--- config.mk ---
export PLATFORM = sky130hd
export DESIGN_NAME = i2cBitTimer
export DESIGN_NICKNAME = d
export VERILOG_FILES = /design/src/rtl/i2cPkg.sv /design/src/rtl/i2cBitTimer.sv
export SDC_FILE = /design/constraint.sdc
export NUM_CORES = 1
export LEC_CHECK = 0
export ABC_AREA = 1
export BUFFER_PORTS_ARGS = -buffer_cell sky130_fd_sc_hd__buf_2
export CAP_MARGIN = 20
export CORE_AREA = 2 2 39 41
export CTS_BUF_LIST = sky130_fd_sc_hd__clkbuf_16
export CTS_CLUSTER_DIAMETER = 200
export DETAILED_ROUTE_END_ITERATION = 8
export DIE_AREA = 0 0 41 43
export MAX_ROUTING_LAYER = met4
export PLACE_DENSITY = 0.67
export SYNTH_ARGS = -nofsm -noshare
export SYNTH_HDL_FRONTEND = slang
export SYNTH_SLANG_ARGS = --single-unit
--- constraint.sdc ---
create_clock -name clk -period 2.9 [get_ports clk]
set_clock_uncertainty 0.2 [all_clocks]
set_input_delay 0.29 -clock clk [delete_from_list [all_inputs] [get_ports clk]]
set_output_delay 0.29 -clock clk [all_outputs]
set_load 0.005 [all_outputs]
--- src/rtl/i2cPkg.sv ---
package i2cPkg;

	localparam int byteBits = 8;	// bits per byte on the bus, fixed by i2c

	typedef logic [$clog2(byteBits)-1:0] bitIndex_t;	// position of a bit within a byte

	localparam bitIndex_t msbIndex = bitIndex_t'(byteBits - 1);	// bytes go msb first

	typedef enum logic [3:0]
	{
		phaseIdle,	// bus free, both lines released
		phaseStart,	// sda falls while scl is high
		phaseRestartRelease,	// scl low, then released with sda high
		phaseRestartStart,	// sda falls again while scl is high
		phaseBitLow,	// write bit setup
		phaseBitHigh,	// write bit valid
		phaseAckLow,	// master lets go of sda for the slave
		phaseAckHigh,	// slave ack is sampled here
		phaseReadLow,	// slave drives the next data bit
		phaseReadHigh,	// data bit is sampled here
		phaseMasterAckLow,	// master ack or nack setup
		phaseMasterAckHigh,	// master ack or nack valid
		phaseStop	// scl rises with sda low, sda released in idle
	} busPhase_t;

	typedef struct packed
	{
		logic start;	// open or restart a transaction
		logic send;	// one more write byte
		logic receive;	// one more read byte
	} pendingReq_t;

	typedef struct packed
	{
		logic sampleAck;	// sda is the slave acknowledge
		logic sampleData;	// sda is a data bit
		logic clearAck;	// an acknowledge phase follows
	} sampleCmd_t;

endpackage

--- src/rtl/i2cBitTimer.sv ---
`timescale 1ns/1ps

module i2cBitTimer
#(
	parameter int quarterCycles = 62	// clk cycles per quarter scl period
)
(
	input logic clk,
	input logic reset,
	input i2cPkg::busPhase_t phase,
	output logic phaseDone,
	output logic sclRelease
);

	localparam int countBits = $clog2(4 * quarterCycles);	// longest phase is stop, 4Q

	typedef logic [countBits-1:0] count_t;

	localparam count_t quarter = count_t'(quarterCycles);
	localparam count_t half = count_t'(2 * quarterCycles);
	localparam count_t startLast = count_t'(3 * quarterCycles - 1);
	localparam count_t stopLast = count_t'(4 * quarterCycles - 1);

	count_t count;	// cycles spent in the current phase
	count_t lastCount;	// final count of the current phase

	always_comb
	begin
		case (phase)
			i2cPkg::phaseStart: lastCount = startLast;
			i2cPkg::phaseStop: lastCount = stopLast;
			default: lastCount = half - 1'b1;	// every bit and restart phase is 2Q
		endcase
	end

	assign phaseDone = (phase != i2cPkg::phaseIdle) && (count == lastCount);

	always_ff @(posedge clk)
	begin
		if (!reset)
			count <= '0;
		else if ((phase == i2cPkg::phaseIdle) || phaseDone)
			count <= '0;	// next phase starts from zero
		else
			count <= count + 1'b1;
	end

	// scl shape per phase, low means the pin is pulled down
	always_comb
	begin
		case (phase)
			i2cPkg::phaseIdle,
			i2cPkg::phaseBitHigh,
			i2cPkg::phaseAckHigh,
			i2cPkg::phaseReadHigh,
			i2cPkg::phaseMasterAckHigh: sclRelease = 1'b1;
			i2cPkg::phaseStart: sclRelease = (count < half);	// high 2Q then low Q
			i2cPkg::phaseRestartRelease: sclRelease = (count >= quarter);	// low then up
			i2cPkg::phaseRestartStart: sclRelease = (count < quarter);	// up then low
			i2cPkg::phaseStop: sclRelease = (count >= half);	// low 2Q then up
			default: sclRelease = 1'b0;	// all low bit phases
		endcase
	end

endmodule

# After elaboration in Yosys (flattened, before gate mapping)
# Cells that the tools add are included.
# Widths: inputs -> output; s select.
[word_totals]
inputBits = 6
regBits = 8
word_cells = 24
output_inout_bits = 2
[classes]
reduce_logical = 6
bitwise = 1
magnitude_cmp = 4
eq_ne = 9
n_mux = 2
add_sub_neg = 1
[op_table]
columns = ["cell", "n"]
rows = [
  ["$pmux 8 s2", 1],
  ["$eq 4x4->1 const B", 3],
  ["$add 8x1->8 const B", 1],
  ["$eq 4x2->1 const B", 2],
  ["$eq 4x3->1 const B", 2],
  ["$eq 8x8->1", 1],
  ["$ge 8x6->1 const B", 1],
  ["$ge 8x7->1 const B", 1],
  ["$lt 8x6->1 const B", 1],
  ["$lt 8x7->1 const B", 1],
  ["$pmux 1 s5", 1],
  ["$reduce_or 5->1", 1],
  ["$eq 4x1->1 const B", 1],
  ["$logic_not 4->1", 1],
  ["$reduce_bool 4->1", 1],
  ["$reduce_or 2->1", 1],
  ["$logic_and 1x1->1", 1],
  ["$logic_or 1x1->1", 1],
  ["$not 1->1", 1],
]

# Logic depth before layout (Yosys ltp)
[logic_depth]
ltp_word = 6
ltp_mapped = 9
ltp_nobuf = 9

# Worst setup path before layout
# Ideal clock, no wire load.
[synth_path]
kind = "reg2out"
start = "register count[6]"
end = "output port sclRelease"
required_time_ps = 2410
setup_slack_ps = 1429
path_stages_with_launch = 7
n_path_buf = 0
arrival_time_ps = 981
cell_sequence = "dfxtp_1 -> or2_2 -> a21oi_1 -> nand2_1 -> nand2_1 -> inv_1 -> nand3_1"
[synth_between]
elab_chain_cells = 2
word_cells_on_any_way = 5
classes_between = "4 x order compare; 1 x mux"
[synth_lines]
columns = ["element", "line_no", "source"]
rows = [
  ["start: declaration", "i2cBitTimer.sv:24", "count_t count;"],
  ["start signal: assignment", "i2cBitTimer.sv:45", "count <= count + 1'b1;"],
  ["$ge 8x7->1, or another cell as far along", "i2cBitTimer.sv:60", "i2cPkg::phaseStop: sclRelease = (count >= half);"],
  ["$pmux 1 s5 *", "i2cBitTimer.sv:51", "case (phase)"],
  ["end: declaration", "i2cBitTimer.sv:12", "output logic sclRelease"],
]
# Mark *: on every way between the ends. The rest lies on a longest branch, timed or not.

# Worst setup path in the final report
[layout_path]
start = "register count[2]"
end = "output port sclRelease"
# The elaborated chain is that of the path after synthesis.

==> run summary <==
Largest family of logic cells by synthesized area = simple AND/OR/NAND/NOR gates
Max rail drop VDD = 0.000426 V
Hold WC Path Type = in -> reg
Compound-Gate Fraction of Synth Area = 0.0313
Fraction of layout instances using a drive strength above 1 = 0.192
Mux cell area share after synthesis = 0
Commonest non-fill, non-tap cell in the layout = nand2_1
CP required = 2.41 ns
Die footprint = 0.00176 mm²
Syn Nets = 97
Global-route wire length before repair = 1850 µm
XOR/XNOR Fraction of Synth Area = 0.0940
Max FFs per register = 8
WL per Instance = 9.55 µm
Diodes inserted = 0
Leakage = 0.346 nW
Setup WS pre-CTS = 1.21 ns
#FFs+latches synth = 8
Top cells by area, synth = dfxtp_1 (29%), nand2_1 (13%), inv_1 (10%), nor2_1 (9.4%), nand3_1 (8.1%)
Post-DP HPWL = 855 µm
H-tree levels = 1
Adder-cell share of the synthesized area = 0.0447
Final WS setup = 0.987 ns
Synthesized cell area = 559 µm²
CP cell instances = nand2_1, nor2_1, o21ai_0, o21bai_1, inv_1, nand3_1, buf_2
Min Hold Slack = 0.242 ns
Synth cell types = 18
Total Power = 381 µW
Vias in the first global route = 481
Fillcell total = 157
Area Growth Syn to Fin = 23.3%
Pre-antenna DRT Iters = 4
Cts repair resizes = 0
Final Hold Viols = 0
DIE WIDTH = 41 µm
Hold Crit Start = reset
Initial core utilization = 0.404
Hold endpoint = count[1]
Worst skew pair latency = 0.23 ns
Area leader, netlist = dfxtp_1
Num rows = 14
Total wire length = 1100 µm
Largest registers = count: 8 flops
Setup Buffers After CTS = 0
Slew of the pin with the lowest slew margin = 0.285 ns
Root buf cell = clkbuf_16
FF-to-FF path depth = 6
Via count = 532
Critical R2R Launch = count[1]
Clk sinks = 8
Vias per cell = 4.63
Final setup viols = 0
Critical Path Fanout Max = 4
WP data arrival = 1.42 ns
Slew HR = 0.809
Clock Tree Buf Depth = 2
IO Pins = 8
CP Class = reg -> out
Seq/Total Area, Yosys = 0.286
Unrepaired setup endpoints after global routing = no
Placer congestion estimate = 0.790
Final period util = 0.659
Pwr per Cell Area = 553 mW/mm²
Initial antenna violation count = 0
Cells after synthesis = 89
CP endpoint kind = output port
Max Clock Freq = 523 MHz
DRC viols = 0
Crit path time final = 1.91 ns
Hold path depth = 5
Crit-path slowest cell = dfxtp_1
Core ar. = 0.00138 mm²
Flop-to-flop setup slack = 1.45 ns
GR Overflow Total = 0
Top reg by flops = count
DRT iter0 DRCs = 13
Cell family with most CP delay = flip-flops
Pin count of the biggest net entering global routing = 9
Setup crit start kind = flip-flop
Synth top area share = 0.286
Simple-gate share of the synthesized area = 0.436
Buf/Inv on CP = 2
Cts bufs inserted = 3
Commonest cells after routing, fill and taps aside = nand2_1 (20), inv_1 (15), nor2_1 (14), nand3_1 (9), dfxtp_1 (8)
Clk pin slew, worst setup/hold paths = 0.03 ns
CTS tree = done
Status = complete, no violations
# nets final = 109
Area occupied by multi-input gates = 339 µm²
Max stage delay on crit path = 0.39 ns
Total track usage = 0.166
Slew Viols, Final = 0
Synthesized area per cell = 6.28 µm²
DIE HEIGHT = 43 µm
Setup TNS = 0 ns
Register area = 160 µm²
Synth warnings = 0
Port buffer count = 7
Max-cap violation count = 0
Worst r2r dst = count[6]
Post-CTS Hold Buffers = 0
ANT nets after route = 0
## worst min-delay path, delay by kind of cell
kind	cells	cell delay, ns
simple gates	3	0.19
buf+inv	2	0.14
## per-stage QoR
step / util / std cells / cell area, µm²
after CTS: 0.498 / 115 / 689
after global routing: 0.498 / 115 / 689
after detailed placement: 0.444 / 112 / 614
final: 0.498 / 115 / 689
after global placement: 0.444 / 112 / 614
after floorplan: - / 89 / 559
## routing by layer
metal  track usage  up-vias  routed length [µm]
met5             -        -                   0
met4         0.140        0                  28
met3        0.0471        4                  38
met2         0.241       10                 520
met1         0.176      227                 511
li1              -      291                   -
## worst max-delay path by stage
stage / start / end / slack, ns / cells past startpoint
3_3_place_gp: phase[2] / sclRelease / 1.23 / 9
6_report: count[2] / sclRelease / 0.99 / 7
3_5_place_dp: phase[1] / phaseDone / 1.21 / 9
2_1_floorplan: count[6] / sclRelease / 1.43 / 6
4_1_cts: count[2] / sclRelease / 0.99 / 7
5_1_grt: count[2] / sclRelease / 0.81 / 7
## power breakdown
part / switching [mW] / internal (mW) / leakage [nW] / total, mW
clock: 0.0519 / 0.177 / 0.0370 / 0.229
combinational: 0.0186 / 0.0137 / 0.244 / 0.0322
sequential: 0.00512 / 0.114 / 0.0650 / 0.120
total: 0.0756 / 0.306 / 0.346 / 0.381
## cell families (layout without fill, tap and decap cells)
group | Yosys count | after routing
AND/OR/NAND/NOR | 54 | 54
buffers and inverters | 16 | 26
flip-flops | 8 | 8
XOR/XNOR | 6 | 6
AO/OA/AOI/OAI | 3 | 3
adder cells (fa/ha/maj) | 2 | 2
## Yosys cell counts, drive strengths merged
cell	count
nor3	2
nand2	23
or2	1
xor2	4
xnor2	2
o21ai	1
o21bai	1
ha	2
dfxtp	8
inv	16
nand3	9
nand4	1
a21oi	1
nor2	18
## layout make-up
cell class / instances / area share
sequential: 8 / 0.232
clock buffer: 3 / 0.109
tap: 16 / 0.0290
timing repair buffer: 7 / 0.0508
inverter: 16 / 0.0871
multi-input combinational: 65 / 0.492
Note: power is estimated with default switching activity, not from simulation.
