$ cat config.mk
export PLATFORM = sky130hd
export DESIGN_NAME = i2cByteSequencer
export DESIGN_NICKNAME = d
export VERILOG_FILES = /design/src/rtl/i2cPkg.sv /design/src/rtl/i2cByteSequencer.sv
export SDC_FILE = /design/constraint.sdc
export NUM_CORES = 1
export LEC_CHECK = 0
export ABC_AREA = 0
export BUFFER_PORTS_ARGS = -buffer_cell sky130_fd_sc_hd__buf_2
export CORE_MARGIN = 3
export CORE_UTILIZATION = 49
export DETAILED_ROUTE_END_ITERATION = 7
export PLACE_DENSITY = 0.86
export SKIP_CTS_REPAIR_TIMING = 1
export SLEW_MARGIN = 5
export SYNTH_ARGS = -nofsm -noshare
export SYNTH_HDL_FRONTEND = slang
export SYNTH_SLANG_ARGS = --single-unit
$ cat constraint.sdc
create_clock -name clk -period 3.2 [get_ports clk]
set_input_delay 0.48 -clock clk [delete_from_list [all_inputs] [get_ports clk]]
set_output_delay 0.48 -clock clk [all_outputs]
set_load 0.05 [all_outputs]
$ cat src/rtl/i2cPkg.sv
package i2cPkg;

	localparam int byteBits = 8;	// bits per byte on the bus, fixed by i2c

	typedef logic [$clog2(byteBits)-1:0] bitIndex_t;	// position of a bit within a byte

	localparam bitIndex_t msbIndex = bitIndex_t'(byteBits - 1);	// bytes go msb first

	typedef enum logic [3:0]
	{
		phaseIdle,	// bus free, both lines released
		phaseStart,	// sda falls while scl is high
		phaseRestartRelease,	// scl low, then released with sda high
		phaseRestartStart,	// sda falls again while scl is high
		phaseBitLow,	// write bit setup
		phaseBitHigh,	// write bit valid
		phaseAckLow,	// master lets go of sda for the slave
		phaseAckHigh,	// slave ack is sampled here
		phaseReadLow,	// slave drives the next data bit
		phaseReadHigh,	// data bit is sampled here
		phaseMasterAckLow,	// master ack or nack setup
		phaseMasterAckHigh,	// master ack or nack valid
		phaseStop	// scl rises with sda low, sda released in idle
	} busPhase_t;

	typedef struct packed
	{
		logic start;	// open or restart a transaction
		logic send;	// one more write byte
		logic receive;	// one more read byte
	} pendingReq_t;

	typedef struct packed
	{
		logic sampleAck;	// sda is the slave acknowledge
		logic sampleData;	// sda is a data bit
		logic clearAck;	// an acknowledge phase follows
	} sampleCmd_t;

endpackage

$ cat src/rtl/i2cByteSequencer.sv
`timescale 1ns/1ps

module i2cByteSequencer
(
	input logic clk,
	input logic reset,
	input i2cPkg::pendingReq_t pending,
	input byte dataSend,
	input logic ackSeen,
	input logic phaseDone,
	output i2cPkg::busPhase_t phase,
	output i2cPkg::pendingReq_t consume,
	output i2cPkg::sampleCmd_t sample,
	output logic sdaRelease,
	output logic ready,
	output logic sended
);

	i2cPkg::busPhase_t nextPhase;
	i2cPkg::bitIndex_t bitIdx;	// bit on the bus, counts down
	logic readMode;	// rw bit of the last address byte
	logic addrByte;	// the byte in flight is an address
	logic moreRead;	// host wants another read byte, so master acks
	logic lastBit;
	logic byteSent;	// last write bit just finished

	assign lastBit = (bitIdx == '0);
	assign byteSent = (phase == i2cPkg::phaseBitHigh) && phaseDone && lastBit;
	assign ready = (phase == i2cPkg::phaseIdle);

	assign sample = '{
		sampleAck: (phase == i2cPkg::phaseAckHigh) && phaseDone,
		sampleData: (phase == i2cPkg::phaseReadHigh) && phaseDone,
		clearAck: byteSent
	};

	always_comb
	begin
		nextPhase = phase;
		consume = '0;
		case (phase)
			i2cPkg::phaseIdle:
			begin
				consume.send = 1'b1;	// data requests only count inside a transaction
				consume.receive = 1'b1;
				if (pending.start)
				begin
					nextPhase = i2cPkg::phaseStart;
					consume.start = 1'b1;
				end
			end
			i2cPkg::phaseStart,
			i2cPkg::phaseRestartStart:
				if (phaseDone)
					nextPhase = i2cPkg::phaseBitLow;	// address byte follows
			i2cPkg::phaseRestartRelease:
				if (phaseDone)
					nextPhase = i2cPkg::phaseRestartStart;
			i2cPkg::phaseBitLow:
				if (phaseDone)
					nextPhase = i2cPkg::phaseBitHigh;
			i2cPkg::phaseBitHigh:
				if (phaseDone)
					nextPhase = lastBit ? i2cPkg::phaseAckLow : i2cPkg::phaseBitLow;
			i2cPkg::phaseAckLow:
				if (phaseDone)
					nextPhase = i2cPkg::phaseAckHigh;
			i2cPkg::phaseAckHigh:
			begin
				if (phaseDone)
				begin
					if (!ackSeen)
						nextPhase = i2cPkg::phaseStop;	// slave nack ends it
					else if (addrByte && pending.start)
					begin
						nextPhase = i2cPkg::phaseRestartRelease;
						consume.start = 1'b1;
					end
					else if (readMode && pending.receive)
					begin
						nextPhase = i2cPkg::phaseReadLow;
						consume.receive = 1'b1;
					end
					else if (!readMode && pending.send)
					begin
						nextPhase = i2cPkg::phaseBitLow;
						consume.send = 1'b1;
					end
					else
						nextPhase = i2cPkg::phaseStop;	// nothing more asked for
				end
			end
			i2cPkg::phaseReadLow:
				if (phaseDone)
					nextPhase = i2cPkg::phaseReadHigh;
			i2cPkg::phaseReadHigh:
				if (phaseDone)
					nextPhase = lastBit ? i2cPkg::phaseMasterAckLow : i2cPkg::phaseReadLow;
			i2cPkg::phaseMasterAckLow:
			begin
				if (phaseDone)
				begin
					nextPhase = i2cPkg::phaseMasterAckHigh;
					consume.receive = moreRead;	// ack promised, request used
				end
			end
			i2cPkg::phaseMasterAckHigh:
				if (phaseDone)
					nextPhase = moreRead ? i2cPkg::phaseReadLow : i2cPkg::phaseStop;
			i2cPkg::phaseStop:
			begin
				consume.send = 1'b1;	// late requests die with the transaction
				consume.receive = 1'b1;
				if (phaseDone)
					nextPhase = i2cPkg::phaseIdle;
			end
			default: nextPhase = i2cPkg::phaseIdle;
		endcase
	end

	always_ff @(posedge clk)
	begin
		if (!reset)
		begin
			phase <= i2cPkg::phaseIdle;
			bitIdx <= i2cPkg::msbIndex;
			readMode <= 1'b0;
			addrByte <= 1'b0;
			moreRead <= 1'b0;
			sended <= 1'b0;
		end
		else
		begin
			phase <= nextPhase;
			sended <= byteSent;	// high in the first ack low cycle
			if (phaseDone && ((phase == i2cPkg::phaseStart) ||
				(phase == i2cPkg::phaseRestartStart)))
			begin
				readMode <= dataSend[0];	// address lsb selects read
				addrByte <= 1'b1;
				bitIdx <= i2cPkg::msbIndex;
			end
			if (phaseDone && ((phase == i2cPkg::phaseBitHigh) ||
				(phase == i2cPkg::phaseReadHigh)))
				bitIdx <= lastBit ? i2cPkg::msbIndex : bitIdx - 1'b1;
			if (phaseDone && (phase == i2cPkg::phaseAckHigh))
				addrByte <= 1'b0;
			if (phaseDone && (phase == i2cPkg::phaseReadHigh) && lastBit)
				moreRead <= pending.receive;	// early guess for the ack level
			else if ((phase == i2cPkg::phaseMasterAckLow) && !phaseDone)
				moreRead <= pending.receive;	// settles before scl rises
		end
	end

	// sda level per phase
	always_comb
	begin
		case (phase)
			i2cPkg::phaseStart,
			i2cPkg::phaseRestartStart,
			i2cPkg::phaseStop: sdaRelease = 1'b0;	// start and stop edges
			i2cPkg::phaseBitLow,
			i2cPkg::phaseBitHigh: sdaRelease = dataSend[bitIdx];
			i2cPkg::phaseMasterAckLow,
			i2cPkg::phaseMasterAckHigh: sdaRelease = !moreRead;	// nack on last byte
			default: sdaRelease = 1'b1;	// idle, restart release, slave phases
		endcase
	end

endmodule

# Yosys cells after proc, flatten, opt, wreduce, memory -nomap -nowiden
# Index checks and enable logic that the tools add are counted.
# totals
regBits,11
inputBits,15
out_inout_bits,13
word_cells,100
# op_classes
n_addsub,1
n_lt_le_gt_ge,1
n_eq_ne,24
mux,40
n_bitwise,1
n_reduce_logical,27
# op_table
cell,count
two-way mux 4 bit,16
one-hot mux 4 bit (12 select lines),1
!= test 2 bit (second input constant),12
equality test 4 bit (second input constant),5
two-way mux 3 bit,6
equality test 4 x 3 -> 1 bit (second input constant),4
AND reduction 12 bit,1
logical AND 1 bit,11
OR reduction 2 bit,5
two-way mux 1 bit,9
equality test 4 x 2 -> 1 bit (second input constant),2
two-way mux 2 bit,3
one-hot mux 1 bit (3 select lines),2
equality test 4 x 1 -> 1 bit (second input constant),1
zero test 4 bit,1
less-than comparator 3 x 4 -> 1 bit (second input constant),1
one-hot mux 1 bit (2 select lines),2
nonzero test 2 bit,2
binary-select mux 1 bit (select 3 bit),1
zero test 1 bit,3
zero test 3 bit,1
OR reduction 3 bit,1
subtractor 3 x 1 -> 3 bit (second input constant),1
logical OR 1 bit,2
inverter 1 bit,1

# Logic depth before layout (Yosys ltp)
# Gate-level depths: netlist of run 1.
# depth
depth_word,8
depth_mapped,6
mapped_depth_nobuf,6

# Worst setup path after synthesis of run 1
# Ideal clock, no wire load.
# synth_timing
kind,register -> output
startpoint,register phase[2]
endpoint,output port consume[0] in the netlist's numbering
t_arrival_ns,2.951
required_time_ns,2.720
setup_slack_ns,-0.231
path_stages_with_launch,7
n_path_buf,2
path_cell_list,dfxtp_1 -> buf_4 -> buf_2 -> nand3b_1 -> nor2_1 -> nand3_1 -> o22ai_1
# synth_rtl
item,line_no,source
start: declaration,i2cByteSequencer.sv:11,"output i2cPkg::busPhase_t phase,"
start signal: assignment,i2cByteSequencer.sv:125,phase <= i2cPkg::phaseIdle;
start signal: assignment,i2cByteSequencer.sv:134,phase <= nextPhase;
end: declaration,i2cByteSequencer.sv:12,"output i2cPkg::pendingReq_t consume,"

# Final worst setup path of run 1
# layout_timing
startpoint,register bitIdx[0]
endpoint,output port sdaRelease
# layout_via
elab_chain_len,3
# layout_rtl
item,line_no,source
start: declaration,i2cByteSequencer.sv:20,i2cPkg::bitIndex_t bitIdx;
start signal: assignment,i2cByteSequencer.sv:126,bitIdx <= i2cPkg::msbIndex;
start signal: assignment,i2cByteSequencer.sv:141,bitIdx <= i2cPkg::msbIndex;
start signal: assignment,i2cByteSequencer.sv:145,bitIdx <= lastBit ? i2cPkg::msbIndex : bitIdx - 1'b1;
binary-select mux 1 bit (select 3 bit),i2cByteSequencer.sv:163,i2cPkg::phaseBitHigh: sdaRelease = dataSend[bitIdx];
two-way mux 1 bit (implied by the code),i2cByteSequencer.sv:163,
one-hot mux 1 bit (3 select lines),i2cByteSequencer.sv:158,case (phase)
end: declaration,i2cByteSequencer.sv:14,"output logic sdaRelease,"
# No other way between the ends. The select of a mux whose other input is x is not followed.

==> results.ini, run 1 <==
[outcome]
status = complete, no violations

[final_layout]
drive_above_1_share_pct = 32.33
n_antenna_cell = 0
final_cell_mix = buf_2, dfxtp_1, nand2_1
final_util_pct = 60.64
syn2layout_area_growth_pct = 15.23
fillers = 184
final_common_cell = buf_2
nets = 151

[synth]
seq_area_frac_synth_pct = 23.72
synth-simple-area-share_pct = 31.00
yosysWarnings = 0
synth_top_family_by_area = simple AND/OR/NAND/NOR gates
synth_xor_xnor_area_share_pct = 1.887
synth_compound_area_share_pct = 24.93
avgSynthCellArea_um2 = 8.440
yosysUniqueCellTypes = 44
synth_fa_ha_area_share_pct = 2.695
synth.area.mux_share_pct = 8.356
synth_nets = 127
ys_ff_latch = 11
syn_area_um2 = 928.4
netlist_instances = 110

[detailed_routing]
drt_iter0_markers = 43
drt_pre_antenna_iters = 4
drtAntennaViolNets = 0
via_per_inst = 6.038
drc = 0
routed_wl_mm = 2.285
wl_per_cell_um = 14.46
num_vias = 954

[sta]
worst_slew_pin_slew_ps = 639.2
post-route-min-period_ps = 2507
timing.final.crit_share_pct = 78.34
timing.final.hold_violations = 0
fin_setup_tns_ps = 0
finalSetupViolations = 0
fin_skew_ps = 11.42
max_freq_mhz = 398.9
rsz0062_at_grt = no
finalMaxSlewViolations = 0
slew_headroom_pct = 57.33
setup_slack_ps = 693.0

[clock_tree]
insertion_delay_ps = 290
clk_pin_slew_worst_paths_ps = 80
h-tree-depth = 1
clk_path_buf_depth = 2
cts_root_buf = clkbuf_4
cts_tree = built
numCtsBuffers = 3
numClockSinks = 11

[critical_path]
required_ps = 2720
worstPathMaxFanout = 5
start_kind = flip-flop
crit_path_end_kind = output pin
worstPathArrival_ps = 2030
worstSetupPathType = flip-flop to output pin

[global_route]
grt_pass1_vias = 835
use_met1_pct = 24.63
grt_pass1_wl_mm = 3.691
overflow = 0
use_met3_pct = 5.136
grt_max_degree = 19
grt_usage_pct = 19.56
antenna_found_initial = 0
use_met2_pct = 30.18
busiest_layer = met2

[placement]
dp_hpwl_mm = 1.683
gp_congestion = 0.8811
numPortBuffers = 27
pre_cts_slack_ps = 923.7

[floorplanning]
design.core.area_mm2 = 0.001764
die_x_um = 49.53
die_area_mm2 = 0.002453
initial_core_util_pct = 52.62
placementRows = 15
io_pins = 28
die_h_um = 49.53

[power_and_ir_drop]
peakVddDrop_mv = 0.6218
power.leakage_nw = 0.4487
power_density_mw_per_mm2 = 940.8
total_power_mw = 1.006

[hold_path]
hp-class = input pin to flip-flop

[run]
maxCapViolCount = 0

==> cells in the mapped netlist (all sizes together) <==
| master | n | share of area [%] |
|---|---|---|
| dfxtp | 11 | 24 |
| nand2 | 10 | 4.0 |
| nor2 | 10 | 4.0 |
| buf | 8 | 5.8 |
| nand2b | 8 | 5.4 |
| o22ai | 6 | 4.0 |
| a21oi | 5 | 2.7 |
| nor3 | 5 | 2.7 |
| inv | 4 | 1.6 |
| nand3 | 3 | 1.6 |
| nor2b | 3 | 2.8 |
| a41oi | 2 | 1.9 |
| ha | 2 | 2.7 |
| mux2 | 2 | 2.4 |
| mux4 | 2 | 4.9 |
| nand3b | 2 | 1.6 |
| nor4 | 2 | 3.0 |
| o21ai | 2 | 1.1 |
| o31ai | 2 | 1.6 |
| a2111oi | 1 | 3.0 |
| a211oi | 1 | 0.81 |
| a21bo | 1 | 1.1 |
| a21boi | 1 | 0.81 |
| a21o | 1 | 0.81 |
| a221oi | 1 | 1.6 |
| a22o | 1 | 0.94 |
| a31oi | 1 | 0.67 |
| a32o | 1 | 1.1 |
| and4bb | 1 | 1.3 |
| mux2i | 1 | 1.1 |
| nor3b | 1 | 0.81 |
| nor4bb | 1 | 1.1 |
| o21a | 1 | 0.81 |
| o21bai | 1 | 0.81 |
| o221a | 1 | 1.2 |
| or2 | 1 | 0.67 |
| or4 | 1 | 0.81 |
| or4b | 1 | 1.1 |
| xnor2 | 1 | 0.94 |
| xor2 | 1 | 0.94 |
==> critical path: stages (launching register included) <==
cell and delay, ps:
dfxtp_1 450, mux4_2 530, nor2b_4 140, a2111oi_4 310
nor3_1 90, buf_2 220
==> flip-flops by register name, indices dropped and copies added (netlist names) <==
register / cells
addrByte: 1
moreRead: 1
phase: 4
readMode: 1
bitIdx: 3
sended: 1
==> kinds of logic after synthesis <==
kind of cell / after synthesis
xor gates and xnor gates: 2
and+or+nand+nor: 49
AOI/OAI and AO/OA: 29
adders and majority gates: 2
buffers and inverters: 12
muxes: 5
DFF: 11
==> path summary, 6_finish.rpt <==
path	startpoint	end	slack (ps)	depth (start not counted)
worst min register to register	addrByte	addrByte	610	2
worst max register to register	phase[0]	bitIdx[2]	1380	4
worst min-delay path	reset	bitIdx[1]	440	2
worst max-delay path	bitIdx[0]	sdaRelease	690	5
==> layer usage <==
metal / part of all wire, % / wire (um) / vias to the layer above
li1: - / - / 451
met1: 43 / 990 / 458
met2: 47 / 1080 / 36
met3: 6.7 / 152 / 9
met4: 2.7 / 61 / 0
met5: 0 / 0 / -
==> metrics by stage <==
stage          hold WS (ps)  std cells  instance area, um^2
6_report              438.4        158                 1070
2_1_floorplan         498.2        110                930.9
3_5_place_dp          589.1        154                 1044
5_1_grt               437.6        158                 1070
3_3_place_gp          588.3        154                 1044
4_1_cts               433.0        158                 1070
==> report_power, final <==
group	leakage (nW)	internal, mW	switching, mW
sequential	0.0895	0.161	0.0927
combinational	0.344	0.215	0.437
clock	0.0150	0.0485	0.0530
==> area by class of cell <==
class	instances	area (um^2)	area share [%]
multi-input combinational	87	641.9	60.00
sequential	11	220.2	20.58
timing repair buffer	27	135.1	12.63
tap	25	31.28	2.924
clock buffer	4	26.28	2.456
inverter	4	15.01	1.404
Note: power is estimated with default switching activity, not from simulation.
==> run 2, diff against run 1 <==
- CORE_UTILIZATION: 49 -> 45
- PLACE_DENSITY: 0.86 -> 0.83
- clock period: 3.2 -> 2.1 ns (I/O delays scaled with it)
==> results.ini, run 2 (synthesis results as in run 1) <==
[detailed_routing]
drtAntennaViolNets = 0
via_per_inst = 5.956
drc = 0
wl_per_cell_um = 14.34
drt_iter0_markers = 18
drt_pre_antenna_iters = 4
num_vias = 953
routed_wl_mm = 2.294

[critical_path]
critPathMaxStageDelay_ps = 530
crit_family = multiplexers
worstPathMaxFanout = 5
cp_slowest_cell = mux4_2
path_cells = mux4_2, a2111oi_4, nor3_4, buf_6
start_kind = flip-flop
crit_path_end_kind = output pin
crit_buf_inv = 1
required_ps = 1780
worstPathArrival_ps = 1810
worstSetupPathType = flip-flop to output pin

[global_route]
grt_pass1_vias = 891
overflow = 0
grt_pass1_wl_mm = 3.933
use_met2_pct = 35.81
busiest_layer = met2
antenna_found_initial = 0
use_met1_pct = 22.30
grt_usage_pct = 19.50
use_met3_pct = 4.373
grt_max_degree = 18

[final_layout]
final_util_pct = 64.56
nets = 153
top_regs = phase: 4 flops, bitIdx: 3 flops
final_cell_mix = buf_2, nand2_1, nor2_1
largest_reg_flops = 4
final_common_cell = buf_2
drive_above_1_share_pct = 41.48
n_antenna_cell = 0
multiInputGateArea_um2 = 724.4
fillers = 179
area.sequential_um2 = 234.0
syn2layout_area_growth_pct = 27.90
regMostFlops = phase

[sta]
rsz0062_at_grt = yes
fin_skew_ps = 2.176
post-route-min-period_ps = 2128
finalMaxSlewViolations = 0
max_freq_mhz = 470.0
timing.final.hold_violations = 0
timing.final.crit_share_pct = 101.3
worst_slew_pin_slew_ps = 497.8
setup_slack_ps = -27.86
slew_headroom_pct = 66.36
finalSetupViolations = 1

[floorplanning]
io_pins = 28
placementRows = 15
die_area_mm2 = 0.002644
design.core.area_mm2 = 0.001839
die_x_um = 51.42
die_h_um = 51.42
initial_core_util_pct = 50.48

[power_and_ir_drop]
power_frac_clock_pct = 8.6
power_density_mw_per_mm2 = 1455
total_power_mw = 1.728
power.leakage_nw = 0.4899
p_sw_mw = 0.9438
p_comb_share_pct = 69.6
p_seq_share_pct = 21.8
peakVddDrop_mv = 0.8448
p_int_mw = 0.7840
p_sw_share_pct = 54.62

[clock_tree]
numClockSinks = 11
insertion_delay_ps = 270
cts_tree = built
h-tree-depth = 1
numCtsBuffers = 3
cts_root_buf = clkbuf_4
clk_path_buf_depth = 2
clk_pin_slew_worst_paths_ps = 70

[hold_path]
hp-class = input pin to flip-flop

[placement]
numPortBuffers = 27
dp_hpwl_mm = 1.761
gp_congestion = 0.8330

[outcome]
status = finished with violations
violations = setup timing

[run]
maxCapViolCount = 0

==> run 2: cell count changes in the layout (fill, tap and decap cells not counted), sizes merged <==
| cell | previous run | this run |
|---|---|---|
| buf | 27 | 29 |
==> run 2: area by class of cell <==
class | count | area share, %
repair buffers | 29 | 13.17
inverters | 4 | 1.264
multi-input cells | 87 | 61.01
flip-flops and latches | 11 | 19.70
clock buffers | 4 | 2.213
well taps | 25 | 2.634
==> run 2: worst reg2reg max path, delay by kind of cell, from the launching register on <==
kind                   cells  cell delay, ps
AOI/OAI and AO/OA          1             260
DFF                        1             370
muxes                      1             340
and+or+nand+nor            1             390
buffers and inverters      1             190
==> run 2: routing by layer <==
metal	vias up	part of all wire, %
li1	459	-
met1	461	41
met2	31	53
met3	2	5.0
met4	0	0.52
met5	-	0
==> run 2: through the flow <==
stage | instances | setup TNS, ps | cell area, um^2 | hold slack [ps] | setup WS [ps]
2_1_floorplan | 110 | -1.030 | 1025 | 376.9 | -1.030
3_3_place_gp | 156 | 0 | 1149 | 544.2 | 63.88
3_5_place_dp | 156 | 0 | 1149 | 553.5 | 50.76
4_1_cts | 160 | -269.4 | 1175 | 261.6 | -269.4
5_1_grt | 160 | -117.4 | 1187 | 266.6 | -117.4
6_report | 160 | -27.86 | 1187 | 269.3 | -27.86
==> run 2: final timing paths <==
check | slack, ps | depth (start not counted) | startpoint | endpoint
worst max register to register | 450 | 4 | phase[3] | phase[3]
worst min register to register | 560 | 2 | bitIdx[0] | bitIdx[0]
worst max-delay path | -30 | 4 | bitIdx[0] | sdaRelease
worst min-delay path | 270 | 2 | reset | bitIdx[1]
==> run 2: power by group through the flow <==
stage / sequential [mW] / clock, mW / combinational [mW]
2_1_floorplan: 0.387 / 0 / 0.989
3_3_place_gp: 0.378 / 0 / 1.18
3_5_place_dp: 0.381 / 0 / 1.19
4_1_cts: 0.375 / 0.157 / 1.19
5_1_grt: 0.390 / 0.167 / 1.28
6_report: 0.377 / 0.149 / 1.20
