==> src/rtl/i2cPkg.sv <==
package i2cPkg;

	localparam int byteBits = 8;	// bits per byte on the bus, fixed by i2c

	typedef logic [$clog2(byteBits)-1:0] bitIndex_t;	// position of a bit within a byte

	localparam bitIndex_t msbIndex = bitIndex_t'(byteBits - 1);	// bytes go msb first

	typedef enum logic [3:0]
	{
		phaseIdle,	// bus free, both lines released
		phaseStart,	// sda falls while scl is high
		phaseRestartRelease,	// scl low, then released with sda high
		phaseRestartStart,	// sda falls again while scl is high
		phaseBitLow,	// write bit setup
		phaseBitHigh,	// write bit valid
		phaseAckLow,	// master lets go of sda for the slave
		phaseAckHigh,	// slave ack is sampled here
		phaseReadLow,	// slave drives the next data bit
		phaseReadHigh,	// data bit is sampled here
		phaseMasterAckLow,	// master ack or nack setup
		phaseMasterAckHigh,	// master ack or nack valid
		phaseStop	// scl rises with sda low, sda released in idle
	} busPhase_t;

	typedef struct packed
	{
		logic start;	// open or restart a transaction
		logic send;	// one more write byte
		logic receive;	// one more read byte
	} pendingReq_t;

	typedef struct packed
	{
		logic sampleAck;	// sda is the slave acknowledge
		logic sampleData;	// sda is a data bit
		logic clearAck;	// an acknowledge phase follows
	} sampleCmd_t;

endpackage

==> src/rtl/i2cReadCapture.sv <==
`timescale 1ns/1ps

module i2cReadCapture
(
	input logic clk,
	input logic reset,
	input logic sdaIn,
	input i2cPkg::sampleCmd_t sample,
	output logic ackSeen,
	output byte dataReceive,
	output logic received
);

	logic [i2cPkg::byteBits-2:0] shiftReg;	// first seven bits of the byte
	i2cPkg::bitIndex_t bitCount;	// data bits taken so far
	logic ackFlag;	// slave pulled sda low in the last ack
	logic byteDone;

	assign byteDone = sample.sampleData && (bitCount == i2cPkg::msbIndex);
	assign ackSeen = sample.sampleAck ? !sdaIn : ackFlag;	// live during the sample cycle

	always_ff @(posedge clk)
	begin
		if (!reset)
		begin
			bitCount <= '0;
			ackFlag <= 1'b0;
			received <= 1'b0;
		end
		else
		begin
			received <= byteDone;	// one cycle after the eighth sample
			if (sample.clearAck)
			begin
				ackFlag <= 1'b0;
				bitCount <= '0;	// realign before any read byte
			end
			else if (sample.sampleAck)
				ackFlag <= !sdaIn;
			if (sample.sampleData)
				bitCount <= bitCount + 1'b1;	// wraps after the eighth bit
		end
	end

	always_ff @(posedge clk)
	begin
		if (sample.sampleData)
			shiftReg <= {shiftReg[i2cPkg::byteBits-3:0], sdaIn};	// msb arrives first
		if (byteDone)
			dataReceive <= {shiftReg, sdaIn};	// held until the next byte completes
	end

endmodule
==> config.mk <==
export PLATFORM = sky130hd
export DESIGN_NAME = i2cReadCapture
export DESIGN_NICKNAME = d
export VERILOG_FILES = /design/src/rtl/i2cPkg.sv /design/src/rtl/i2cReadCapture.sv
export SDC_FILE = /design/constraint.sdc
export NUM_CORES = 1
export LEC_CHECK = 0
export BUFFER_PORTS_ARGS = -buffer_cell sky130_fd_sc_hd__buf_2
export CELL_PAD_IN_SITES_DETAIL_PLACEMENT = 0
export CELL_PAD_IN_SITES_GLOBAL_PLACEMENT = 1
export CORE_MARGIN = 2
export CORE_UTILIZATION = 40
export DETAILED_ROUTE_END_ITERATION = 7
export GPL_ROUTABILITY_DRIVEN = 0
export PLACE_DENSITY_LB_ADDON = 0.1
export SLEW_MARGIN = 10
export SYNTH_ARGS = -nofsm -noshare
export SYNTH_HDL_FRONTEND = slang
export SYNTH_SLANG_ARGS = --single-unit
==> constraint.sdc <==
create_clock -name clk -period 1.4 [get_ports clk]
set_input_delay 0.28 -clock clk [delete_from_list [all_inputs] [get_ports clk]]
set_output_delay 0.28 -clock clk [all_outputs]
set_load 0.01 [all_outputs]
# Word-level counts from Yosys, hierarchy flattened
# Index checks and enable logic that the tools add are counted.
# totals
reg_bits,20
input_bits,6
elab_cells,15
# classes
addsub,1
eq_ne,1
mux,3
bitwise,1
n_reduce_logical,4
# ops
cell,count
3-bit two-way mux,2
3-bit by 1-bit adder with 3-bit output (second input constant),1
3-bit equality test (second input constant),1
2-bit nonzero test,1
2-bit OR reduction,1
1-bit logical AND,1
1-bit zero test,1
1-bit two-way mux,1
1-bit inverter,1

# Logic depth before layout (Yosys ltp)
# Gate-level depths: netlist (run 1).
# logic_depth
ltp_word,2
ltp_mapped,4
mapped_depth_nobuf,4

# Worst setup path after synthesis (run 1)
# OpenSTA, ideal clock, no wires.
# synth_path
path_type,reg-to-reg
startpoint,register bitCount[0]
endpoint,register dataReceive[0] (netlist name) (enable)
setup_time_ns,0.332
t_arrival_ns,0.862
slack_ns,0.206
stages_incl_launch_ff,4
path_buffers,0
period_less_slack_ns,1.194
cell_sequence,dfxtp_1 -> ha_1 -> ha_1 -> and2_1
# synth_between
elab_chain_cells,2
# synth_rtl
item,line,rtl
from (decl),i2cReadCapture.sv:15,i2cPkg::bitIndex_t bitCount;
from (signal assigned),i2cReadCapture.sv:41,bitCount <= bitCount + 1'b1;
3-bit equality test,i2cReadCapture.sv:19,assign byteDone = sample.sampleData && (bitCount == i2cPkg::msbIndex);
1-bit logical AND,i2cReadCapture.sv:19,
net byteDone,i2cReadCapture.sv:17,logic byteDone;
to (signal assigned),i2cReadCapture.sv:50,"dataReceive <= {shiftReg, sdaIn};"
to (decl),i2cReadCapture.sv:10,"output byte dataReceive,"
# The timed path passes the listed nets, and every way through them passes these cells.
# A chain may end at the register's enable or synchronous reset.

# Worst setup path in the final report (run 1)
# layout_path
startpoint,register bitCount[0]
endpoint,register dataReceive[7] (netlist name) (enable)
# The elaborated chain is that of the path after synthesis.

==> out/metrics.cfg, run 1 <==
[sta]
rsz0062_at_grt = no
worst_pin_slew_ns = 0.1880
max_freq_mhz = 824.2
skew_ns = 0.002513
setup_viol = 0
slew_viol_final = 0
hold_viol = 0
finalCritPeriodShare_pct = 86.66
setup_tns_ns = 0
holdWs_ns = 0.1860
fin_crit_ns = 1.213
relSlewSlack_pct = 87.47

[synth]
syn_area_um2 = 669.4
synth.avg_cell_area_um2 = 17.62
synth_top_area_cell = edfxtp_1
synth_top_family_by_area = simple AND/OR/NAND/NOR gates
synth_fa_ha_area_share_pct = 3.738
syn_inst = 38
synth_warnings = 0
synth_cell_types = 12
synth_compound_area_share_pct = 2.991
synth_xor_area_share_pct = 0
ys_ff_latch = 20
yosysSeqAreaShare_pct = 82.24
netlist.area_leader.share_pct = 67.29
synth_area_leaders = edfxtp_1, dfxtp_1, nand2b_1, ha_1, o21ai_1
syn-num-nets = 46
synth.area.mux_share_pct = 0
synthSimpleGateAreaFrac_pct = 11.03

[power_and_ir_drop]
seqPwrFrac_pct = 57.7
p_int_mw = 0.9620
p_leak_nw = 0.3296
clkPwrFrac_pct = 39.1
p_sw_mw = 0.1890
powerDensity_nw_per_um2 = 1394
vdd_drop_max_v = 0.0005477
totalPowerFinal_mw = 1.151
switching_share_pct = 16.42
power_frac_comb_pct = 3.1

[clock_network]
cts_hold_buf = 0
cts_buffers = 3
insertion_delay_ns = 0.29
cts_tree = built
clk_pin_slew_worst_paths_ns = 0.10
cts-root-buf = clkbuf_4
cts_resized = 0
clockBufferDepth = 2
cts_setup_buffers = 0
cts_num_sinks = 20
cts.htree.levels = 1

[flow_run]
maxCapViolCount = 0

[outcome]
status = finished, final reports clean

[global_routing]
grt_start_max_net_pins = 15
grt_pass1_wl_um = 1504
antenna_found_initial = 0
grt.total_usage_pct = 11.66
grt_overflow = 0
grt_pass1_vias = 370

[drt]
dr.pass1.iters = 3
wl_per_cell_um = 12.69
via_per_inst = 4.878
drtIter0Drc = 8
via_count = 361
ant_nets = 0
remaining_drc_errors = 0
routed_wl_um = 939

[finish]
fill_cells = 144
postLayoutCoreUtil_pct = 53.57
seq_area_um2 = 550.5
num_antenna_cells = 0
final_cell_mix = edfxtp_1, buf_2, nand2b_1, dfxtp_1
multi_input_area_um2 = 120.1
layout-drive-gt1-share_pct = 37.93
synthToLayoutAreaGrowth_pct = 23.36
finalInstanceArea_um2 = 825.8
nets = 67

[critical_path]
ff2ff_setup_slack_ns = 0.19
setup.worst_path.class = reg -> reg
critPathLaunchType = register
reg2regPathDepth = 3
crit_top_cell = ha_1
r2r-end = dataReceive[7]
critPathRequiredTime_ns = 1.40
max_stage_delay_ns = 0.37
path_cells = ha_1 -> ha_1 -> and2_2
critPathSlowestCell = dfxtp_1
cp_max_fo = 8
arrival_ns = 1.21
crit_path_end_kind = register
r2r-start = bitCount[0]

[place]
hpwl_um = 694.6
port_buffers = 15
placed_cell_area_um2 = 772.0

[min_path]
hold_start = sdaIn
min_path_cells = 1
min_path_type = in -> reg
min_delay_worst_endpoint = shiftReg[0]

[die]
dieWidth_um = 44.91
die_h_um = 44.91
core_area_um2 = 1541
io_pins = 16
rows = 14
dieArea_um2 = 2017
initial_utilization_pct = 43.43

[final cells by class]
| cell class | count | share of cell area (%) |
|---|---|---|
| multi-input combinational | 18 | 14.55 |
| timing repair buffer | 16 | 10.00 |
| clock inverter | 1 | 3.636 |
| sequential | 20 | 66.67 |
| clock buffer | 3 | 2.727 |
| tap | 16 | 2.424 |
[flip-flops by register name, indices dropped and copies added (netlist names)]
register / count
bitCount: 3
shiftReg: 7
received: 1
dataReceive: 8
ackFlag: 1
[through the flow]
step                      std cells  setup WS (ns)
after floorplan                  38         0.2059
after global placement           70         0.1469
after detailed placement         70        0.04523
after CTS                        74        0.03475
after global routing             74         0.1016
final                            74         0.1867
[worst max-delay path, delay by kind of cell, from the launching register on]
| kind | cells | cell delay, ns |
|---|---|---|
| adder cells (fa/ha/maj) | 2 | 0.31 |
| flip-flops | 1 | 0.37 |
| AND/OR/NAND/NOR | 1 | 0.25 |
[logic make-up after synthesis]
family / after synthesis
AOI/OAI and AO/OA: 4
adders and majority gates: 2
DFF: 20
and+or+nand+nor: 12
[routing by layer]
metal	up-vias	wire length [um]	GRT usage, %
li1	180	-	-
met1	166	416	12.27
met2	13	454	17.68
met3	2	57	4.800
met4	0	10	10.59
met5	-	0	0
[worst max-delay path by stage]
stage	start	to	cells after the start
3_5_place_dp	bitCount[0]	dataReceive[4]	3
3_3_place_gp	bitCount[0]	dataReceive[0]	3
5_1_grt	bitCount[0]	dataReceive[7]	3
2_1_floorplan	bitCount[0]	dataReceive[0]	3
4_1_cts	bitCount[0]	dataReceive[7]	3
6_report	bitCount[0]	dataReceive[7]	3
[synth_stat cells, drive strengths merged]
master / instances
ha: 2
and3: 1
nand3b: 1
and2: 1
edfxtp: 15
nand2: 1
o21ai: 3
dfxtp: 5
nand2b: 6
a21oi: 1
nand3: 2
[power groups by stage]
stage	Sequential, mW	Combinational (mW)	Clock (mW)
final	0.664	0.0363	0.450
after global routing	0.666	0.0410	0.495
after CTS	0.665	0.0369	0.468
after detailed placement	0.678	0.0368	0
after global placement	0.677	0.0332	0
after floorplan	0.675	0.0142	0
(Power assumes the default switching activity.)
==> run 2, diff against run 1 <==
==> constraint.sdc (replaced) <==
create_clock -name clk -period 1.3 [get_ports clk]
set_input_delay 0.26 -clock clk [delete_from_list [all_inputs] [get_ports clk]]
set_output_delay 0.26 -clock clk [all_outputs]
set_load 0.01 [all_outputs]
==> out/metrics.cfg, run 2 (synthesis gave the netlist of run 1 again) <==
[clock_network]
clk_pin_slew_worst_paths_ns = 0.11  ; about the same
cts-root-buf = clkbuf_4
cts_num_sinks = 20  ; unchanged
cts.htree.levels = 1  ; unchanged
cts_tree = built
cts_buffers = 3  ; unchanged
clockBufferDepth = 2  ; unchanged
cts_hold_buf = 0  ; unchanged
cts_setup_buffers = 0  ; unchanged
insertion_delay_ns = 0.29  ; about the same
cts_resized = 1  ; +1

[power_and_ir_drop]
p_leak_nw = 0.3296  ; unchanged
p_sw_mw = 0.2097  ; +11%
p_int_mw = 1.036  ; +7.7%
vdd_drop_max_v = 0.0006198  ; +13%
seqPwrFrac_pct = 57.4  ; -0.3 points
powerDensity_nw_per_um2 = 1508  ; +8.2%
clkPwrFrac_pct = 39.5  ; +0.4 points
switching_share_pct = 16.83  ; +0.41 points
power_frac_comb_pct = 3.1  ; about the same

[sta]
fin_crit_ns = 1.216  ; +0.002780 ns
slew_viol_final = 0  ; unchanged
max_freq_mhz = 822.3  ; -0.23%
skew_ns = 0.004125  ; +0.001613 ns
hold_viol = 0  ; unchanged
relSlewSlack_pct = 87.10  ; -0.37 points
setup_viol = 0  ; unchanged
worst_slack_ns = 0.08392  ; -0.1028 ns
rsz0062_at_grt = no
worst_pin_slew_ns = 0.1935  ; +0.005517 ns
finalCritPeriodShare_pct = 93.54  ; +6.9 points

[flow_run]
maxCapViolCount = 0  ; unchanged

[global_routing]
grt_start_max_net_pins = 15  ; unchanged
grt_pass1_vias = 358  ; -3.2%
grt.total_usage_pct = 11.06  ; -0.60 points
use_met2_pct = 16.23  ; -1.4 points
grtUsageMet1_pct = 13.33  ; +1.1 points
antenna_found_initial = 0  ; unchanged
grt_overflow = 0  ; unchanged
grt_pass1_wl_um = 1483  ; -1.4%
top_usage_layer = met2
met3_usage_pct = 3.600  ; -1.2 points

[drt]
drtIter0Drc = 5  ; -3
dr.pass1.iters = 3  ; unchanged
wl_per_cell_um = 12.18  ; -4.0%
ant_nets = 0  ; unchanged
via_count = 358  ; -0.83%
routed_wl_um = 901  ; -4.0%
remaining_drc_errors = 0  ; unchanged
via_per_inst = 4.838  ; -0.83%

[finish]
reg.largest.list = dataReceive: 8 flops, shiftReg: 7 flops, bitCount: 3 flops
final_cell_mix = edfxtp_1, buf_2, nand2b_1, dfxtp_1
fill_cells = 139  ; -3.5%
synthToLayoutAreaGrowth_pct = 23.36  ; unchanged
seq_area_um2 = 550.5  ; unchanged
layout-drive-gt1-share_pct = 37.93  ; unchanged
largest-register = dataReceive
largest_reg_flops = 8  ; unchanged
postLayoutCoreUtil_pct = 53.57  ; unchanged
num_antenna_cells = 0  ; unchanged
multi_input_area_um2 = 120.1  ; unchanged
nets = 67  ; unchanged

[critical_path]
critPathSlowestCell = dfxtp_1
crit_top_cell = ha_1
arrival_ns = 1.21  ; about the same
critPathLaunchType = register
max_stage_delay_ns = 0.37  ; about the same
cp_max_fo = 8  ; unchanged
critPathRequiredTime_ns = 1.30  ; -0.10 ns
path_cells = ha_1 -> ha_1 -> and2_2
setup.worst_path.class = reg -> reg
critPathBufInv = 0  ; unchanged
crit_path_end_kind = register
crit_family = flip-flops

[die]
core_area_um2 = 1541  ; unchanged
dieWidth_um = 44.91  ; unchanged
rows = 14  ; unchanged
io_pins = 16  ; unchanged
die_h_um = 44.91  ; unchanged
dieArea_um2 = 2017  ; unchanged
initial_utilization_pct = 43.43  ; unchanged

[place]
port_buffers = 15  ; unchanged
post-place-ws_ns = -0.05060  ; -0.09583 ns
hpwl_um = 672.6  ; -3.2%

[outcome]
status = finished, final reports clean

[min_path]
min_path_type = in -> reg

## run 2: cell counts in the layout (fill, tap and decap cells not counted)
No cell type changed its count.
## run 2: area by class of cell
class,instances,area share (%)
multi-input combinational,18,14.55
clock buffer,3,2.727
sequential,20,66.67
tap,16,2.424
timing repair buffer,16,10.00
clock inverter,1,3.636
## run 2: power by group through the flow
stage,clock (mW),sequential (mW),combinational [mW]
2_1_floorplan,0,0.727,0.0153
6_report,0.492,0.715,0.0390
3_3_place_gp,0,0.729,0.0357
5_1_grt,0.533,0.718,0.0429
4_1_cts,0.501,0.716,0.0396
3_5_place_dp,0,0.731,0.0394
## run 2: metal layers
| metal | part of all wire, % | up-vias | routed length (um) |
|---|---|---|---|
| met3 | 6.4 | 2 | 58 |
| met4 | 0.89 | 0 | 8 |
| li1 | - | 183 | - |
| met5 | 0 | - | 0 |
| met2 | 48 | 13 | 429 |
| met1 | 45 | 160 | 404 |
## run 2: stage by stage
step	instances	cell area [um2]	power [mW]	hold slack, ns	TNS (ns)
2_1_floorplan	38	669.4	0.7421	0.3589	0
3_3_place_gp	70	772.0	0.7644	0.4216	0
3_5_place_dp	70	772.0	0.7699	0.4263	-0.4035
4_1_cts	74	825.8	1.257	0.1618	0
5_1_grt	74	825.8	1.293	0.1445	0
6_report	74	825.8	1.245	0.1671	0
## run 2: final timing paths
kind,start,endpoint,slack [ns],cells past startpoint
min reg2reg,shiftReg[6],dataReceive[7],0.44,0
max reg2reg,bitCount[0],dataReceive[7],0.08,3
min,sdaIn,shiftReg[0],0.17,1
max,bitCount[0],dataReceive[7],0.08,3
==> run 3, diff against run 2 <==
--- a/config.mk
+++ b/config.mk
@@ -9,7 +9,7 @@
 export CELL_PAD_IN_SITES_DETAIL_PLACEMENT = 0
 export CELL_PAD_IN_SITES_GLOBAL_PLACEMENT = 1
 export CORE_MARGIN = 2
-export CORE_UTILIZATION = 40
+export CORE_UTILIZATION = 30
 export DETAILED_ROUTE_END_ITERATION = 7
 export GPL_ROUTABILITY_DRIVEN = 0
 export PLACE_DENSITY_LB_ADDON = 0.1
==> constraint.sdc (replaced) <==
create_clock -name clk -period 1.44 [get_ports clk]
set_input_delay 0.288 -clock clk [delete_from_list [all_inputs] [get_ports clk]]
set_output_delay 0.288 -clock clk [all_outputs]
set_load 0.01 [all_outputs]
==> out/metrics.cfg, run 3 (synthesis gave the netlist of run 1 again) <==
[die]
io_pins = 16  ; unchanged
initial_utilization_pct = 30.85  ; -13 points
die_h_um = 51.24  ; +14%
core_area_um2 = 2170  ; +41%
dieWidth_um = 51.24  ; +14%
dieArea_um2 = 2625  ; +30%
rows = 17  ; +3

[clock_network]
cts_resized = 0  ; -1
insertion_delay_ns = 0.28  ; about the same
cts_hold_buf = 0  ; unchanged
cts_tree = built
cts.htree.levels = 1  ; unchanged
clk_pin_slew_worst_paths_ns = 0.10  ; about the same
cts_setup_buffers = 0  ; unchanged
cts_buffers = 3  ; unchanged
cts-root-buf = clkbuf_4
cts_num_sinks = 20  ; unchanged
clockBufferDepth = 2  ; unchanged

[sta]
max_freq_mhz = 794.5  ; -3.4%
setup_viol = 0  ; unchanged
slew_viol_final = 0  ; unchanged
hold_viol = 0  ; unchanged
setup_tns_ns = 0  ; unchanged
rsz0062_at_grt = no
fin_crit_ns = 1.259  ; +0.04251 ns
finalCritPeriodShare_pct = 87.40  ; -6.1 points
worst_pin_slew_ns = 0.1951  ; +0.001604 ns
relSlewSlack_pct = 86.99  ; -0.11 points
skew_ns = 0.001134  ; -0.002992 ns

[global_routing]
grt_pass1_vias = 360  ; +0.56%
grt.total_usage_pct = 8.495  ; -2.6 points
grt_start_max_net_pins = 12  ; -3
antenna_found_initial = 0  ; unchanged
grt_pass1_wl_um = 1580  ; +6.5%
grt_overflow = 0  ; unchanged

[critical_path]
arrival_ns = 1.25  ; +0.04 ns
crit_path_end_kind = register
path_cells = ha_1 -> ha_1 -> and2_2
critPathSlowestCell = dfxtp_1
setup.worst_path.class = reg -> reg
ff2ff_setup_slack_ns = 0.18  ; +0.10 ns
reg2regPathDepth = 3  ; unchanged
worstSetupStartpoint = bitCount[0]
r2r-end = dataReceive[5]
endpoint = dataReceive[5]
critPathRequiredTime_ns = 1.43  ; +0.13 ns
critPathLaunchType = register
cp_max_fo = 8  ; unchanged
r2r-start = bitCount[0]
crit_top_cell = ha_1
max_stage_delay_ns = 0.38  ; about the same

[finish]
layout-drive-gt1-share_pct = 36.21  ; -1.7 points
seq_area_um2 = 550.5  ; unchanged
finalInstanceArea_um2 = 814.5  ; -1.4%
nets = 67  ; unchanged
fill_cells = 228  ; +64%
num_antenna_cells = 0  ; unchanged
synthToLayoutAreaGrowth_pct = 21.68
largest-register = dataReceive
reg.largest.list = dataReceive: 8 flops, shiftReg: 7 flops, bitCount: 3 flops
multi_input_area_um2 = 120.1  ; unchanged
largest_reg_flops = 8  ; unchanged
final_cell_mix = edfxtp_1, buf_2, nand2b_1, dfxtp_1

[place]
port_buffers = 15  ; unchanged
placed_cell_area_um2 = 787.0  ; +1.9%

[power_and_ir_drop]
vdd_drop_max_v = 0.0004876  ; -21%
clkPwrFrac_pct = 26.9  ; -13 points
seqPwrFrac_pct = 69.3  ; +12 points
power_frac_comb_pct = 3.9  ; +0.8 points
p_leak_nw = 0.3170  ; -3.8%
powerDensity_nw_per_um2 = 1144  ; -24%
switching_share_pct = 19.04  ; +2.2 points
p_int_mw = 0.7547  ; -27%
p_sw_mw = 0.1775  ; -15%

[min_path]
min_path_type = in -> reg
min_path_cells = 1  ; unchanged

[drt]
via_count = 371  ; +3.6%
wl_per_cell_um = 11.63  ; -4.5%
routed_wl_um = 1000  ; +11%
drtIter0Drc = 8  ; +3
ant_nets = 0  ; unchanged
via_per_inst = 4.314  ; -11%
remaining_drc_errors = 0  ; unchanged
dr.pass1.iters = 4  ; +1

[flow_run]
maxCapViolCount = 0  ; unchanged

[outcome]
status = finished, final reports clean

## run 3: cell types whose count changed in the layout (fill, tap and decap cells not counted), sizes merged
cell	previous run	this run
bufinv	1	0
clkinv	0	1
## run 3: power groups by stage
stage               logic (mW)  registers, mW  clock network [mW]
floorplan               0.0139          0.656                   0
global placement        0.0326          0.658                   0
detailed placement      0.0364          0.659                   0
CTS                     0.0365          0.646               0.264
global route            0.0404          0.648               0.281
finish                  0.0359          0.646               0.250
## run 3: metal layers
layer | wire [um] | GRT usage [%] | up-vias
met4 | 4 | 3.947 | 0
met1 | 397 | 8.918 | 175
met2 | 536 | 15.37 | 14
li1 | - | - | 180
met5 | 0 | 0 | -
met3 | 62 | 2.632 | 2
## run 3: how the worst min path moves through the flow
stage / start / end / slack, ns
after detailed placement: shiftReg[6] / dataReceive[7] / 0.43
after global placement: shiftReg[6] / dataReceive[7] / 0.42
final: sdaIn / shiftReg[0] / 0.20
after global routing: sdaIn / dataReceive[0] / 0.19
after CTS: sdaIn / shiftReg[0] / 0.19
after floorplan: sdaIn / dataReceive[0] / 0.39
## run 3: critical path, delay by kind of cell (launching register included)
kind	cells	cell delay, ns
flip-flops	1	0.38
adder cells (fa/ha/maj)	2	0.33
AND/OR/NAND/NOR	1	0.26
## run 3: area by class of cell
type,count,share of cell area (%)
Tap cell,28,4.301
Timing Repair Buffer,16,10.14
Multi-Input combinational cell,18,14.75
Sequential cell,20,67.59
Clock inverter,1,0.4608
Clock buffer,3,2.765
## run 3: per-stage QoR
step	hold slack (ns)	util (%)	setup slack, ns	power [mW]	cells
after floorplan	0.3869	-	0.2459	0.6700	38
after global placement	0.4174	36.27	0.1717	0.6904	82
after detailed placement	0.4259	36.27	0.05741	0.6959	82
after CTS	0.1913	37.49	0.03246	0.9467	86
after global routing	0.1853	37.54	0.08034	0.9691	86
final	0.1995	37.54	0.1814	0.9322	86
